$ cat src/hw/rvPkg.sv
// RV32I instruction set definitions
// opcodes, funct codes and the instruction word in its five formats
package rvPkg;

	localparam int xlen = 32;

	// opcode groups handled by the core
	localparam logic [6:0] opRType = 7'b0110011;
	localparam logic [6:0] opIType = 7'b0010011;
	localparam logic [6:0] opLoad = 7'b0000011;
	localparam logic [6:0] opStore = 7'b0100011;
	localparam logic [6:0] opBranch = 7'b1100011;
	localparam logic [6:0] opJal = 7'b1101111;

	// funct3 values
	localparam logic [2:0] f3AddSub = 3'b000;
	localparam logic [2:0] f3Slt = 3'b010;
	localparam logic [2:0] f3Or = 3'b110;
	localparam logic [2:0] f3And = 3'b111;
	localparam logic [2:0] f3Word = 3'b010;
	localparam logic [2:0] f3Beq = 3'b000;

	// funct7 values, bit 5 picks sub over add
	localparam logic [6:0] f7Base = 7'b0000000;
	localparam logic [6:0] f7Sub = 7'b0100000;

	typedef struct packed {
		logic [6:0] funct7;
		logic [4:0] rs2;
		logic [4:0] rs1;
		logic [2:0] funct3;
		logic [4:0] rd;
		logic [6:0] opcode;
	} rFmtT;

	typedef struct packed {
		logic [11:0] imm11_0;
		logic [4:0] rs1;
		logic [2:0] funct3;
		logic [4:0] rd;
		logic [6:0] opcode;
	} iFmtT;

	typedef struct packed {
		logic [6:0] imm11_5;
		logic [4:0] rs2;
		logic [4:0] rs1;
		logic [2:0] funct3;
		logic [4:0] imm4_0;
		logic [6:0] opcode;
	} sFmtT;

	typedef struct packed {
		logic imm12;
		logic [5:0] imm10_5;
		logic [4:0] rs2;
		logic [4:0] rs1;
		logic [2:0] funct3;
		logic [3:0] imm4_1;
		logic imm11;
		logic [6:0] opcode;
	} bFmtT;

	typedef struct packed {
		logic imm20;
		logic [9:0] imm10_1;
		logic imm11;
		logic [7:0] imm19_12;
		logic [4:0] rd;
		logic [6:0] opcode;
	} jFmtT;

	// one instruction word, several readings
	typedef union packed {
		rFmtT rFmt;
		iFmtT iFmt;
		sFmtT sFmt;
		bFmtT bFmt;
		jFmtT jFmt;
	} instrT;

endpackage

$ cat src/hw/ctrlPkg.sv
// control encodings of the multicycle core
// controller states, mux selects, ALU operations and bridge states
package ctrlPkg;

	typedef enum logic [3:0] {
		stFetch = 4'd0,
		stDecode = 4'd1,
		stExecuteR = 4'd2,
		stExecuteI = 4'd3,
		stUncondJump = 4'd4,
		stMemAdr = 4'd5,
		stAluWb = 4'd6,
		stMemRead = 4'd7,
		stMemWrite = 4'd8,
		stMemWb = 4'd9,
		stBranchEq = 4'd10,
		stHalt = 4'd11
	} stateT;

	// ALU source A
	localparam logic [1:0] srcAPc = 2'd0;
	localparam logic [1:0] srcAOldPc = 2'd1;
	localparam logic [1:0] srcARegA = 2'd2;

	// ALU source B
	localparam logic [1:0] srcBReg = 2'd0;
	localparam logic [1:0] srcBImm = 2'd1;
	localparam logic [1:0] srcBFour = 2'd2;

	// result bus
	localparam logic [1:0] resAluOut = 2'd0;
	localparam logic [1:0] resMemData = 2'd1;
	localparam logic [1:0] resAluResult = 2'd2;

	// operation class from the controller
	localparam logic [1:0] aluOpAdd = 2'd0;
	localparam logic [1:0] aluOpSub = 2'd1;
	localparam logic [1:0] aluOpFunct = 2'd2;

	// immediate formats
	localparam logic [1:0] immI = 2'd0;
	localparam logic [1:0] immS = 2'd1;
	localparam logic [1:0] immB = 2'd2;
	localparam logic [1:0] immJ = 2'd3;

	// ALU operations
	localparam logic [2:0] aluAdd = 3'd0;
	localparam logic [2:0] aluSub = 3'd1;
	localparam logic [2:0] aluAnd = 3'd2;
	localparam logic [2:0] aluOr = 3'd3;
	localparam logic [2:0] aluSlt = 3'd5;

	// memory bridge states
	localparam logic [1:0] brIdle = 2'd0;
	localparam logic [1:0] brWaitHigh = 2'd1;
	localparam logic [1:0] brWaitLow = 2'd2;

endpackage

$ cat src/hw/controlFsm.sv
`timescale 1ns/1ps
// multicycle control FSM, Moore outputs decoded from the current state
// waits on the memory bridge in fetch and in the data access states
module controlFsm (
	input logic clk,
	input logic reset,
	input rvPkg::instrT instr,
	input logic zero,
	input logic memDone,
	output logic memStart,
	output logic memWrite,
	output logic irWrite,
	output logic pcWrite,
	output logic regWrite,
	output logic adrSrc,
	output logic branch,
	output logic halted,
	output logic [1:0] srcASel,
	output logic [1:0] srcBSel,
	output logic [1:0] resultSel,
	output logic [1:0] aluOp,
	output logic [1:0] immSel
);

	ctrlPkg::stateT state;
	ctrlPkg::stateT nextState;
	logic [6:0] opcode;
	logic pcUpdate;

	assign opcode = instr.rFmt.opcode;

	always_ff @(posedge clk) begin
		if (reset) begin
			state <= ctrlPkg::stFetch;
		end else begin
			state <= nextState;
		end
	end

	always_comb begin
		nextState = state;
		case (state)
			ctrlPkg::stFetch: if (memDone) nextState = ctrlPkg::stDecode;
			ctrlPkg::stDecode: begin
				case (opcode)
					rvPkg::opRType: nextState = ctrlPkg::stExecuteR;
					rvPkg::opIType: nextState = ctrlPkg::stExecuteI;
					rvPkg::opLoad, rvPkg::opStore: nextState = ctrlPkg::stMemAdr;
					rvPkg::opBranch: nextState = ctrlPkg::stBranchEq;
					rvPkg::opJal: nextState = ctrlPkg::stUncondJump;
					default: nextState = ctrlPkg::stHalt;
				endcase
			end
			ctrlPkg::stExecuteR, ctrlPkg::stExecuteI: nextState = ctrlPkg::stAluWb;
			ctrlPkg::stUncondJump: nextState = ctrlPkg::stAluWb;
			ctrlPkg::stMemAdr: begin
				if (opcode == rvPkg::opLoad) begin
					nextState = ctrlPkg::stMemRead;
				end else if (opcode == rvPkg::opStore) begin
					nextState = ctrlPkg::stMemWrite;
				end else begin
					nextState = ctrlPkg::stHalt;
				end
			end
			ctrlPkg::stMemRead: if (memDone) nextState = ctrlPkg::stMemWb;
			ctrlPkg::stMemWrite: if (memDone) nextState = ctrlPkg::stFetch;
			ctrlPkg::stAluWb, ctrlPkg::stMemWb, ctrlPkg::stBranchEq: nextState = ctrlPkg::stFetch;
			ctrlPkg::stHalt: nextState = ctrlPkg::stHalt;
			default: nextState = ctrlPkg::stFetch;
		endcase
	end

	always_comb begin
		memStart = 1'b0;
		memWrite = 1'b0;
		irWrite = 1'b0;
		pcUpdate = 1'b0;
		regWrite = 1'b0;
		adrSrc = 1'b0;
		branch = 1'b0;
		halted = 1'b0;
		srcASel = ctrlPkg::srcAPc;
		srcBSel = ctrlPkg::srcBFour;
		resultSel = ctrlPkg::resAluResult;
		aluOp = ctrlPkg::aluOpAdd;
		case (state)
			ctrlPkg::stFetch: begin
				// pc+4 and the new word land together once the read completes
				memStart = 1'b1;
				irWrite = memDone;
				pcUpdate = memDone;
			end
			ctrlPkg::stDecode: begin
				// branch or jump target into aluOut
				srcASel = ctrlPkg::srcAOldPc;
				srcBSel = ctrlPkg::srcBImm;
			end
			ctrlPkg::stExecuteR: begin
				srcASel = ctrlPkg::srcARegA;
				srcBSel = ctrlPkg::srcBReg;
				aluOp = ctrlPkg::aluOpFunct;
			end
			ctrlPkg::stExecuteI: begin
				srcASel = ctrlPkg::srcARegA;
				srcBSel = ctrlPkg::srcBImm;
				aluOp = ctrlPkg::aluOpFunct;
			end
			ctrlPkg::stUncondJump: begin
				// link value oldPc+4 while pc takes the target
				srcASel = ctrlPkg::srcAOldPc;
				resultSel = ctrlPkg::resAluOut;
				pcUpdate = 1'b1;
			end
			ctrlPkg::stMemAdr: begin
				srcASel = ctrlPkg::srcARegA;
				srcBSel = ctrlPkg::srcBImm;
			end
			ctrlPkg::stMemRead, ctrlPkg::stMemWrite: begin
				// same address sum keeps aluOut steady for the whole access
				srcASel = ctrlPkg::srcARegA;
				srcBSel = ctrlPkg::srcBImm;
				resultSel = ctrlPkg::resAluOut;
				adrSrc = 1'b1;
				memStart = 1'b1;
				memWrite = (state == ctrlPkg::stMemWrite);
			end
			ctrlPkg::stAluWb: begin
				resultSel = ctrlPkg::resAluOut;
				regWrite = 1'b1;
			end
			ctrlPkg::stMemWb: begin
				resultSel = ctrlPkg::resMemData;
				regWrite = 1'b1;
			end
			ctrlPkg::stBranchEq: begin
				srcASel = ctrlPkg::srcARegA;
				srcBSel = ctrlPkg::srcBReg;
				aluOp = ctrlPkg::aluOpSub;
				resultSel = ctrlPkg::resAluOut;
				branch = 1'b1;
			end
			ctrlPkg::stHalt: halted = 1'b1;
			default: halted = 1'b0;
		endcase
	end

	// immediate format follows the opcode held in ir
	always_comb begin
		case (opcode)
			rvPkg::opStore: immSel = ctrlPkg::immS;
			rvPkg::opBranch: immSel = ctrlPkg::immB;
			rvPkg::opJal: immSel = ctrlPkg::immJ;
			default: immSel = ctrlPkg::immI;
		endcase
	end

	assign pcWrite = pcUpdate | (branch & zero);

endmodule

$ cat src/hw/aluUnit.sv
`timescale 1ns/1ps
// ALU decoder and ALU
// maps the operation class and funct fields to an operation, flags a zero result
module aluUnit (
	input logic [1:0] aluOp,
	input rvPkg::instrT instr,
	input logic [rvPkg::xlen-1:0] a,
	input logic [rvPkg::xlen-1:0] b,
	output logic [rvPkg::xlen-1:0] result,
	output logic zero
);

	logic [2:0] aluCtl;
	logic isSub;

	// addi carries immediate bits in the funct7 slot, so only the R form can subtract
	assign isSub = (instr.rFmt.opcode == rvPkg::opRType) && (instr.rFmt.funct7 == rvPkg::f7Sub);

	always_comb begin
		case (aluOp)
			ctrlPkg::aluOpAdd: aluCtl = ctrlPkg::aluAdd;
			ctrlPkg::aluOpSub: aluCtl = ctrlPkg::aluSub;
			ctrlPkg::aluOpFunct: begin
				case (instr.rFmt.funct3)
					rvPkg::f3AddSub: aluCtl = isSub ? ctrlPkg::aluSub : ctrlPkg::aluAdd;
					rvPkg::f3Slt: aluCtl = ctrlPkg::aluSlt;
					rvPkg::f3Or: aluCtl = ctrlPkg::aluOr;
					rvPkg::f3And: aluCtl = ctrlPkg::aluAnd;
					default: aluCtl = ctrlPkg::aluAdd;
				endcase
			end
			default: aluCtl = ctrlPkg::aluAdd;
		endcase
	end

	always_comb begin
		case (aluCtl)
			ctrlPkg::aluAdd: result = a + b;
			ctrlPkg::aluSub: result = a - b;
			ctrlPkg::aluAnd: result = a & b;
			ctrlPkg::aluOr: result = a | b;
			ctrlPkg::aluSlt: begin
				// signed compare
				result = {{(rvPkg::xlen - 1){1'b0}}, $signed(a) < $signed(b)};
			end
			default: result = a + b;
		endcase
	end

	assign zero = (result == '0);

endmodule

$ cat src/hw/regFile.sv
`timescale 1ns/1ps
// 32-entry register file, two read ports and one write port, x0 reads zero
module regFile (
	input logic clk,
	input logic reset,
	input logic we,
	input logic [4:0] rs1,
	input logic [4:0] rs2,
	input logic [4:0] rd,
	input logic [rvPkg::xlen-1:0] wd,
	output logic [rvPkg::xlen-1:0] rd1,
	output logic [rvPkg::xlen-1:0] rd2
);

	logic [rvPkg::xlen-1:0] regs [0:31];

	always_ff @(posedge clk) begin
		if (reset) begin
			for (int k = 0; k < 32; k++) begin
				regs[k] <= '0;
			end
		end else if (we && (rd != 5'd0)) begin
			regs[rd] <= wd;
		end
	end

	// x0 hardwired
	assign rd1 = (rs1 == 5'd0) ? '0 : regs[rs1];
	assign rd2 = (rs2 == 5'd0) ? '0 : regs[rs2];

endmodule

$ cat src/hw/immExtend.sv
`timescale 1ns/1ps
// immediate unit, sign-extends the I, S, B and J immediates
module immExtend (
	input rvPkg::instrT instr,
	input logic [1:0] immSel,
	output logic [rvPkg::xlen-1:0] imm
);

	always_comb begin
		case (immSel)
			ctrlPkg::immI: imm = {{20{instr.iFmt.imm11_0[11]}}, instr.iFmt.imm11_0};
			ctrlPkg::immS: begin
				imm = {{20{instr.sFmt.imm11_5[6]}}, instr.sFmt.imm11_5, instr.sFmt.imm4_0};
			end
			ctrlPkg::immB: begin
				// bit 0 is always zero for branch offsets
				imm = {{19{instr.bFmt.imm12}}, instr.bFmt.imm12, instr.bFmt.imm11,
					instr.bFmt.imm10_5, instr.bFmt.imm4_1, 1'b0};
			end
			ctrlPkg::immJ: begin
				imm = {{11{instr.jFmt.imm20}}, instr.jFmt.imm20, instr.jFmt.imm19_12,
					instr.jFmt.imm11, instr.jFmt.imm10_1, 1'b0};
			end
		endcase
	end

endmodule

$ cat src/hw/memBridge.sv
`timescale 1ns/1ps
// four-phase req/ack bridge between the controller and the memory port
module memBridge (
	input logic clk,
	input logic reset,
	input logic start,
	input logic memAck,
	output logic memReq,
	output logic capture,
	output logic memDone
);

	logic [1:0] state;

	always_ff @(posedge clk) begin
		if (reset) begin
			state <= ctrlPkg::brIdle;
		end else begin
			case (state)
				ctrlPkg::brIdle: begin
					// previous handshake must be fully closed first
					if (start && !memAck) state <= ctrlPkg::brWaitHigh;
				end
				ctrlPkg::brWaitHigh: if (memAck) state <= ctrlPkg::brWaitLow;
				ctrlPkg::brWaitLow: if (!memAck) state <= ctrlPkg::brIdle;
				default: state <= ctrlPkg::brIdle;
			endcase
		end
	end

	assign memReq = (state == ctrlPkg::brWaitHigh);

	// read data is only valid while ack is high
	assign capture = memReq && memAck;

	// done once ack has fallen, controller leaves its wait state on this edge
	assign memDone = (state == ctrlPkg::brWaitLow) && !memAck;

endmodule

$ cat src/hw/rvCore.sv
`timescale 1ns/1ps
// multicycle RV32I core, datapath registers and muxes around the controller
// one four-phase memory port serves both fetch and data
module rvCore (
	input logic clk,
	input logic reset,
	output logic memReq,
	output logic memWe,
	output logic [rvPkg::xlen-1:0] memAddr,
	output logic [rvPkg::xlen-1:0] memWdata,
	input logic [rvPkg::xlen-1:0] memRdata,
	input logic memAck,
	output logic halted
);

	logic [rvPkg::xlen-1:0] pc;
	logic [rvPkg::xlen-1:0] oldPc;
	logic [rvPkg::xlen-1:0] memData;
	logic [rvPkg::xlen-1:0] regA;
	logic [rvPkg::xlen-1:0] regB;
	logic [rvPkg::xlen-1:0] aluOut;
	rvPkg::instrT ir;

	logic [rvPkg::xlen-1:0] srcA;
	logic [rvPkg::xlen-1:0] srcB;
	logic [rvPkg::xlen-1:0] aluResult;
	logic [rvPkg::xlen-1:0] result;
	logic [rvPkg::xlen-1:0] imm;
	logic [rvPkg::xlen-1:0] rd1;
	logic [rvPkg::xlen-1:0] rd2;

	logic pcWrite, irWrite, regWrite, adrSrc, zero;
	logic memStart, memDone, capture;
	logic [1:0] srcASel, srcBSel, resultSel, aluOp, immSel;

	// branch is folded into pcWrite inside the controller
	controlFsm uCtrl (
		.clk(clk),
		.reset(reset),
		.instr(ir),
		.zero(zero),
		.memDone(memDone),
		.memStart(memStart),
		.memWrite(memWe),
		.irWrite(irWrite),
		.pcWrite(pcWrite),
		.regWrite(regWrite),
		.adrSrc(adrSrc),
		.branch(),
		.halted(halted),
		.srcASel(srcASel),
		.srcBSel(srcBSel),
		.resultSel(resultSel),
		.aluOp(aluOp),
		.immSel(immSel)
	);

	memBridge uBridge (
		.clk(clk),
		.reset(reset),
		.start(memStart),
		.memAck(memAck),
		.memReq(memReq),
		.capture(capture),
		.memDone(memDone)
	);

	regFile uRegs (
		.clk(clk),
		.reset(reset),
		.we(regWrite),
		.rs1(ir.rFmt.rs1),
		.rs2(ir.rFmt.rs2),
		.rd(ir.rFmt.rd),
		.wd(result),
		.rd1(rd1),
		.rd2(rd2)
	);

	immExtend uImm (
		.instr(ir),
		.immSel(immSel),
		.imm(imm)
	);

	aluUnit uAlu (
		.aluOp(aluOp),
		.instr(ir),
		.a(srcA),
		.b(srcB),
		.result(aluResult),
		.zero(zero)
	);

	always_comb begin
		case (srcASel)
			ctrlPkg::srcAOldPc: srcA = oldPc;
			ctrlPkg::srcARegA: srcA = regA;
			default: srcA = pc;
		endcase
	end

	always_comb begin
		case (srcBSel)
			ctrlPkg::srcBReg: srcB = regB;
			ctrlPkg::srcBImm: srcB = imm;
			default: srcB = 32'd4;
		endcase
	end

	always_comb begin
		case (resultSel)
			ctrlPkg::resAluOut: result = aluOut;
			ctrlPkg::resMemData: result = memData;
			default: result = aluResult;
		endcase
	end

	// data accesses use the address held in aluOut
	assign memAddr = adrSrc ? result : pc;
	assign memWdata = regB;

	always_ff @(posedge clk) begin
		if (reset) begin
			pc <= '0;
		end else if (pcWrite) begin
			pc <= result;
		end
	end

	always_ff @(posedge clk) begin
		if (capture) memData <= memRdata;
		// memData already holds the fetched word when fetch completes
		if (irWrite) begin
			ir <= memData;
			oldPc <= pc;
		end
		regA <= rd1;
		regB <= rd2;
		aluOut <= aluResult;
	end

endmodule

$ cat config.mk
export PLATFORM = sky130hd
export DESIGN_NAME = rvCore
export DESIGN_NICKNAME = d
export VERILOG_FILES = /design/src/hw/rvPkg.sv /design/src/hw/ctrlPkg.sv /design/src/hw/controlFsm.sv /design/src/hw/aluUnit.sv /design/src/hw/regFile.sv /design/src/hw/immExtend.sv /design/src/hw/memBridge.sv /design/src/hw/rvCore.sv
export SDC_FILE = /design/constraint.sdc
export NUM_CORES = 2
export LEC_CHECK = 0
export BUFFER_PORTS_ARGS = -buffer_cell sky130_fd_sc_hd__buf_4
export CAP_MARGIN = 30
export CORE_UTILIZATION = 60
export CTS_CLUSTER_SIZE = 14
export DETAILED_ROUTE_END_ITERATION = 16
export GPL_ROUTABILITY_DRIVEN = 0
export PLACE_DENSITY = 0.77
export SYNTH_ARGS = -nofsm -noshare
export SYNTH_HDL_FRONTEND = slang
export SYNTH_SLANG_ARGS = --single-unit
$ cat constraint.sdc
create_clock -name clk -period 7.1 [get_ports clk]
set_input_delay 0.355 -clock clk [delete_from_list [all_inputs] [get_ports clk]]
set_output_delay 0.355 -clock clk [all_outputs]
set_load 0.05 [all_outputs]
## Word-level counts from Yosys, hierarchy flattened

Memories as Yosys holds them, arrays and structs flattened. A register that Yosys moved wholly into a read port is not among the register bits.
Index checks and enable logic that the tools add are counted.

- Output and inout bits: 67
- Memories kept: 1
- Bits in writable memories: 1024
- Register bits after elaboration: 166
- Logic and storage cells: 128

Memory list:

| memory | depth | bits a word | rd ports | clocked after Yosys merged registers in | wr ports | line | source |
|---|---|---|---|---|---|---|---|
| uRegs.regs | 32 | 32 | 2 | 2 | 32 | regFile.sv:15 | `logic [rvPkg::xlen-1:0] regs [0:31];` |

- Reduce and logical (&&, ||, !) cells: 30
- Bitwise gates (word level): 4
- Magnitude comparators: 1
- Equal/unequal tests: 42
- Mux-type cells: 41
- Add/subtract/negate cells: 2

Operators with widths:

| operator | count |
|---|---|
| $pmux W32 S4 | 2 |
| $pmux W32 S2 | 3 |
| $mux W32 | 2 |
| $add A32 B32 Y32 | 1 |
| $and A32 B32 Y32 | 1 |
| $logic_not A32 Y1 | 1 |
| $lt A32 B32 Y1 | 1 |
| $or A32 B32 Y32 | 1 |
| $reduce_or A32 Y1 | 1 |
| $sub A32 B32 Y32 | 1 |
| $pmux W4 S7 | 1 |
| $eq A7 B6 Y1 const B | 3 |
| $pmux W4 S5 | 1 |
| $eq A4 B3 Y1 const B | 4 |
| $eq A4 B4 Y1 const B | 4 |
| $mux W4 | 4 |
| $pmux W2 S2 | 4 |
| $eq A7 B7 Y1 const B | 2 |
| $mux W1 | 14 |
| $eq A2 B1 Y1 const B | 6 |
| $pmux W2 S3 | 2 |
| $pmux W3 S4 | 1 |
| $reduce_or A2 Y1 | 6 |
| $eq A2 B2 Y1 const B | 5 |
| other kinds (26) | 49 |

## Logic depth before layout (Yosys ltp)

- Depth after elaboration: 10
- Depth in mapped cells: 25
- Mapped depth without buffers: 23

## Modules after synthesis

A second synthesis with hierarchy kept.

- Cells, all modules: 5218
- Area, all modules: 69839.5 um2

By module, submodules not included:

| module | cells each | times used | area each (um2) |
|---|---|---|---|
| regFile | 3502 | 1 | 54248.3 |
| rvCore | 709 | 1 | 8929.8 |
| aluUnit | 859 | 1 | 5604.1 |
| controlFsm | 100 | 1 | 644.4 |
| immExtend | 39 | 1 | 322.8 |
| memBridge | 9 | 1 | 90.1 |

## Least setup slack after synthesis

OpenSTA, ideal clock, no wires.

- Kind: register to output
- Start: register uCtrl.state[1]
- End: output port memAddr[29] (netlist bit)
- Stages on the path, launching flop included: 20
- Arrival: 5.547 ns
- Path slack: 1.198 ns
- Required time: 6.745 ns
- Cell sequence: dfxtp_1 -> or2_1 -> clkbuf_1 -> nor2_1 -> nor2b_1 -> clkbuf_1 -> o21ai_0 -> inv_1 -> ha_1 -> nor2_1 -> a2111o_1 -> a211oi_1 -> o311ai_1 -> a311o_1 -> o31ai_1 -> xor2_1 -> a21oi_1 -> or2_1 -> a21boi_1 -> a21oi_1

- Word-level cells in the longest chain between the ends: 9
- Elaborated cells on any way between the ends: 44

RTL lines:

| what | line | source |
|---|---|---|
| start: declaration | controlFsm.sv:25 | `ctrlPkg::stateT state;` |
| start signal: assignment | controlFsm.sv:34 | `state <= ctrlPkg::stFetch;` |
| start signal: assignment | controlFsm.sv:36 | `state <= nextState;` |
| $eq A4 B3 Y1, or another cell as far along | controlFsm.sv:86 | `case (state)` |
| $reduce_or A6 Y1 (no source line), or another cell as far along | - |  |
| $pmux W2 S2 | controlFsm.sv:86 |  |
| $eq A2 B2 Y1, or another cell as far along | rvCore.sv:96 | `case (srcASel)` |
| $pmux W32 S2, or another cell as far along | rvCore.sv:96 |  |
| $add A32 B32 Y32, or another cell as far along | aluUnit.sv:38, aluUnit.sv:46 |  |
| $pmux W32 S4 (*) | aluUnit.sv:37 | `case (aluCtl)` |
| net aluResult (one bit) | rvCore.sv:26 | `logic [rvPkg::xlen-1:0] aluResult;` |
| $pmux W32 S2 (*) | rvCore.sv:112 | `case (resultSel)` |
| $mux W32 (*) | rvCore.sv:120 | `assign memAddr = adrSrc ? result : pc;` |
| end: declaration | rvCore.sv:9 | `output logic [rvPkg::xlen-1:0] memAddr,` |

Mark *: on every way through the listed nets, which the timed path passes. The rest lies on a longest branch.

## Worst setup path after layout

- Start: register uCtrl.state[0]
- End: output port memAddr[29] (netlist bit)

Same word-level chain as after synthesis.

==> impl_table.tex <==
\begin{tabular}{lr}
\hline
Metric & Value \\
\hline
\multicolumn{2}{l}{\textbf{Status}} \\
Result of the run & finished clean \\
\multicolumn{2}{l}{\textbf{Finish}} \\
Fin nets & 5031 \\
Fraction of final layout cells with drive strength greater than 1 & 0.2485 \\
Post-synthesis to final-layout area growth & 11.50\% \\
Final standard cell utilization of the core & 0.6747 \\
Total area of sequential cells & 0.03632 mm² \\
Area of the multi-input gates & 0.02804 mm² \\
Number of inserted filler cells in the final layout & 7123 \\
\multicolumn{2}{l}{\textbf{Logic synthesis}} \\
Synth top area share & 0.5113 \\
Flop and latch count out of synthesis & 1254 \\
Most frequent cells after synthesis & 1224 x sky130\_fd\_sc\_hd\_\_nor2\_1, 1120 x sky130\_fd\_sc\_hd\_\_edfxtp\_1, 640 x sky130\_fd\_sc\_hd\_\_mux4\_2 \\
Number of warnings issued by yosys & 0 \\
Async set-reset flop share out of synthesis & 0 \\
Dominant register cell in the synthesized netlist & sky130\_fd\_sc\_hd\_\_edfxtp\_1 \\
Synthesized netlist cell count & 4885 \\
Most frequently used cell type in the post-synthesis netlist & sky130\_fd\_sc\_hd\_\_nor2\_1 \\
Part of the Yosys area used for sequential elements & 0.5521 \\
Top area cells in the synthesized netlist & sky130\_fd\_sc\_hd\_\_edfxtp\_1 51\%, sky130\_fd\_sc\_hd\_\_mux4\_2 22\%, sky130\_fd\_sc\_hd\_\_nor2\_1 7.0\%, sky130\_fd\_sc\_hd\_\_dfxtp\_1 4.1\%, sky130\_fd\_sc\_hd\_\_clkbuf\_1 2.2\% \\
Cell taking the most area after synthesis & sky130\_fd\_sc\_hd\_\_edfxtp\_1 \\
Number of flops mapped to enable cells by yosys & 1120 \\
Cell area after synthesis & 0.06577 mm² \\
Count of different cell masters after synthesis & 87 \\
Average cell area after synthesis & 13.46 µm² \\
\multicolumn{2}{l}{\textbf{GRT}} \\
Global-route wire length before repair & 316.5 mm \\
All-Layer GR Usage & 0.3992 \\
Largest net degree at the start of global routing & 150 \\
Vias in the first global route & 47370 \\
Initial antenna violation count & 15 \\
Overflow left after global routing & 0 \\
\multicolumn{2}{l}{\textbf{Critical path}} \\
Reg-to-reg slack, setup & 0.45 ns \\
Crit. End Element & output pin \\
R2R Path Start & uCtrl.state[0]\$\_SDFFE\_PP0P\_ \\
Start point of the critical path & uCtrl.state[0]\$\_SDFFE\_PP0P\_ \\
Element type at the critical path start & flop \\
Data required, critical path & 6.74 ns \\
Highest cell delay on the worst timing path & 0.48 ns \\
Arrival time worst endpoint & 6.60 ns \\
Worst-path cell with the longest stage delay & sky130\_fd\_sc\_hd\_\_dfxtp\_2 \\
Most frequent CP cell & sky130\_fd\_sc\_hd\_\_a21oi\_1 \\
Worst Path Class, Setup & reg2out \\
Maximum fanout along the worst path & 14 \\
Cells along the critical path & inv\_1 > nand2\_1 > o211a\_1 > inv\_1 > ha\_1 > buf\_4 > a22oi\_1 > o21ai\_0 > buf\_4 > ha\_1 > and3\_1 > a221o\_1 > a21oi\_1 > a21oi\_1 > o211ai\_1 > a21oi\_1 > o21ba\_1 > o21a\_1 > o32ai\_1 > or2\_1 > a21boi\_2 > a21oi\_1 > buf\_4 \\
\multicolumn{2}{l}{\textbf{Routing}} \\
DRC Markers & 0 \\
Detail Route Antenna Nets & 0 \\
Aggregate routed wire length & 221.5 mm \\
Vias & 48150 \\
Vias per cell & 7.511 \\
Number of design-rule violations left by the first detailed-router iteration & 8672 \\
Routed length per placed instance & 34.56 µm \\
Drt first pass iters & 9 \\
\multicolumn{2}{l}{\textbf{Timing}} \\
Worst setup skew after layout & 0.02899 ns \\
Pin slew with the least headroom to its limit & 1.061 ns \\
Setup TNS & 0 ns \\
Share of the clock period used by the worst path after layout & 0.9789 \\
Final critical path time including I/O delays and setup & 6.950 ns \\
Final hold viol count & 0 \\
Crit path setup slack, layout & 0.1497 ns \\
Achievable clock frequency & 143.9 MHz \\
Setup repair after global routing missed its margin & false \\
Final-layout worst hold slack & 0.3097 ns \\
Number of pins exceeding their max-slew limit in the final report & 0 \\
Rel. slew slack & 0.2911 \\
Total setup violations reported at the end of the flow & 0 \\
\multicolumn{2}{l}{\textbf{Hold path}} \\
Min-Delay Path Class & in2reg \\
Hold path start & memRdata[17] \\
\multicolumn{2}{l}{\textbf{Floorplanning}} \\
Rows & 121 \\
Core Footprint & 0.1087 mm² \\
Starting density of the core & 0.6051 \\
Die width & 333.1 µm \\
Number of placed I/O pins & 102 \\
DIE AREA & 0.1109 mm² \\
Die outline height & 333.1 µm \\
\multicolumn{2}{l}{\textbf{Run}} \\
Max-capacitance violation count & 0 \\
\multicolumn{2}{l}{\textbf{Place}} \\
Worst slack, placed & 0.3255 ns \\
Post-detailed-placement half-perimeter wirelength & 133.1 mm \\
Port buffer count & 101 \\
\multicolumn{2}{l}{\textbf{Pwr}} \\
Part of the power in registers & 0.326 \\
Clock share of power & 0.251 \\
Lkg Pwr & 0.02597 µW \\
Net Sw Power & 11420 µW \\
Power density cells & 369.5 mW/mm² \\
Internal power contribution & 15680 µW \\
Share of total power consumed by net switching & 0.4215 \\
VDD IR-drop max & 0.0004211 V \\
Part of the total power dissipated in combinational logic & 0.424 \\
\multicolumn{2}{l}{\textbf{CTS}} \\
Clock network latency to the later pin of the worst-skew pair & 0.77 ns \\
Clock tree from TritonCTS & done \\
Number of setup buffers added after CTS & 0 \\
Total clock buffers created by CTS & 130 \\
CTS Buffer Depth & 3 \\
Library cell used as clock root buffer & sky130\_fd\_sc\_hd\_\_clkbuf\_16 \\
Clock transition at path regs & 0.06 ns \\
Maximum level of the CTS H-tree & 4 \\
\# clock sinks & 1254 \\
\hline
\end{tabular}
power by group through the flow:
stage / registers, µW / clock network, µW / logic [µW]
finish: 8820 / 6790 / 11500
global route: 8840 / 7030 / 12000
CTS: 8800 / 6780 / 10900
detailed placement: 8940 / 0 / 10800
global placement: 8900 / 0 / 10700
floorplan: 8820 / 0 / 7200
metal layers:
layer  global-route usage  share of wire
met1               0.5022           0.31
met5             0.001737        0.00053
met3               0.1449           0.17
met4               0.2365          0.070
met2               0.5976           0.44
layout make-up:
class	instances	area share
multi-input combinational	3083	0.3824
sequential	1254	0.4952
timing repair buffer	301	0.03520
clock buffer	182	0.05067
tap	1414	0.02412
antenna	2	0.00006824
clock inverter	50	0.005988
inverter	124	0.006347
worst paths after layout:
kind,endpoint,cells after the start
setup / recovery,memAddr[29],23
hold / removal,memData[17]$_DFFE_PP_,2
setup reg to reg,pc[3]$_SDFFE_PP0P_,21
hold reg to reg,ir[30]$_DFFE_PP_,0
stage by stage:
step | total power (µW) | cells | area (µm²)
after floorplan | 16020 | 4916 | 65890
after global placement | 19580 | 6130 | 68530
after detailed placement | 19740 | 6138 | 68700
after CTS | 26460 | 6405 | 73210
after global routing | 27830 | 6408 | 73330
final | 27100 | 6410 | 73340
sequential cells by signal, indices dropped and copies added, names as in the netlist:
name           cells
ir                32
memWdata          32
memData           32
uRegs.regs      1024
regA              32
aluOut            32
oldPc             32
pc                32
uBridge.state      2
uCtrl.state        4
what timing repair did:
| action | CTS | global route |
|---|---|---|
| endpoints found under the setup margin | 1 | 38 |
| hold buffers | 35 | 0 |
| resized for setup | 1 | 15 |
| endpoints found under the hold margin | 37 | 0 |
cell usage in the layout, fill, tap and decap left out, types with 17 or more instances in the layout:
cell	netlist	final
sky130_fd_sc_hd__a22o_1	18	18
sky130_fd_sc_hd__nand2b_1	18	18
sky130_fd_sc_hd__nor2b_1	24	23
sky130_fd_sc_hd__nand2_1	184	122
sky130_fd_sc_hd__nand2_2	0	62
sky130_fd_sc_hd__mux4_2	640	640
sky130_fd_sc_hd__clkbuf_16	0	136
sky130_fd_sc_hd__o211ai_1	23	23
sky130_fd_sc_hd__o21ai_0	78	77
sky130_fd_sc_hd__o21a_1	17	17
sky130_fd_sc_hd__mux2i_1	75	75
sky130_fd_sc_hd__clkbuf_1	380	32
sky130_fd_sc_hd__edfxtp_1	1120	1120
sky130_fd_sc_hd__buf_4	0	249
sky130_fd_sc_hd__o31ai_1	41	41
sky130_fd_sc_hd__clkinv_1	0	20
sky130_fd_sc_hd__nor3_1	30	29
sky130_fd_sc_hd__inv_1	116	116
sky130_fd_sc_hd__a21oi_1	193	174
sky130_fd_sc_hd__nor2_1	1224	1218
sky130_fd_sc_hd__a211oi_1	30	29
sky130_fd_sc_hd__dfxtp_1	134	130
sky130_fd_sc_hd__conb_1	1	32
sky130_fd_sc_hd__dlygate4sd3_1	0	35
sky130_fd_sc_hd__ha_1	100	96
sky130_fd_sc_hd__a22oi_1	41	41
kinds of logic after synthesis:
kind of cell             count (synthesis)  share of synthesized area
XOR/XNOR                                11                   0.001465
multiplexers                           726                     0.2324
AO/OA/AOI/OAI                          615                    0.06219
AND/OR/NAND/NOR                       1597                    0.09882
adder cells (fa/ha/maj)                102                    0.01963
flip-flops                            1254                     0.5521
buffers and inverters                  579                    0.03327
other                                    1                 0.00005701
critical path: cells and delay by family (launching register included):
family / cells / cell delay, ns
flip-flops: 1 / 0.48
adder cells (fa/ha/maj): 2 / 0.63
AO/OA/AOI/OAI: 13 / 3.29
buffers and inverters: 5 / 0.85
AND/OR/NAND/NOR: 3 / 0.58
Note: power is estimated with default switching activity, not from simulation.
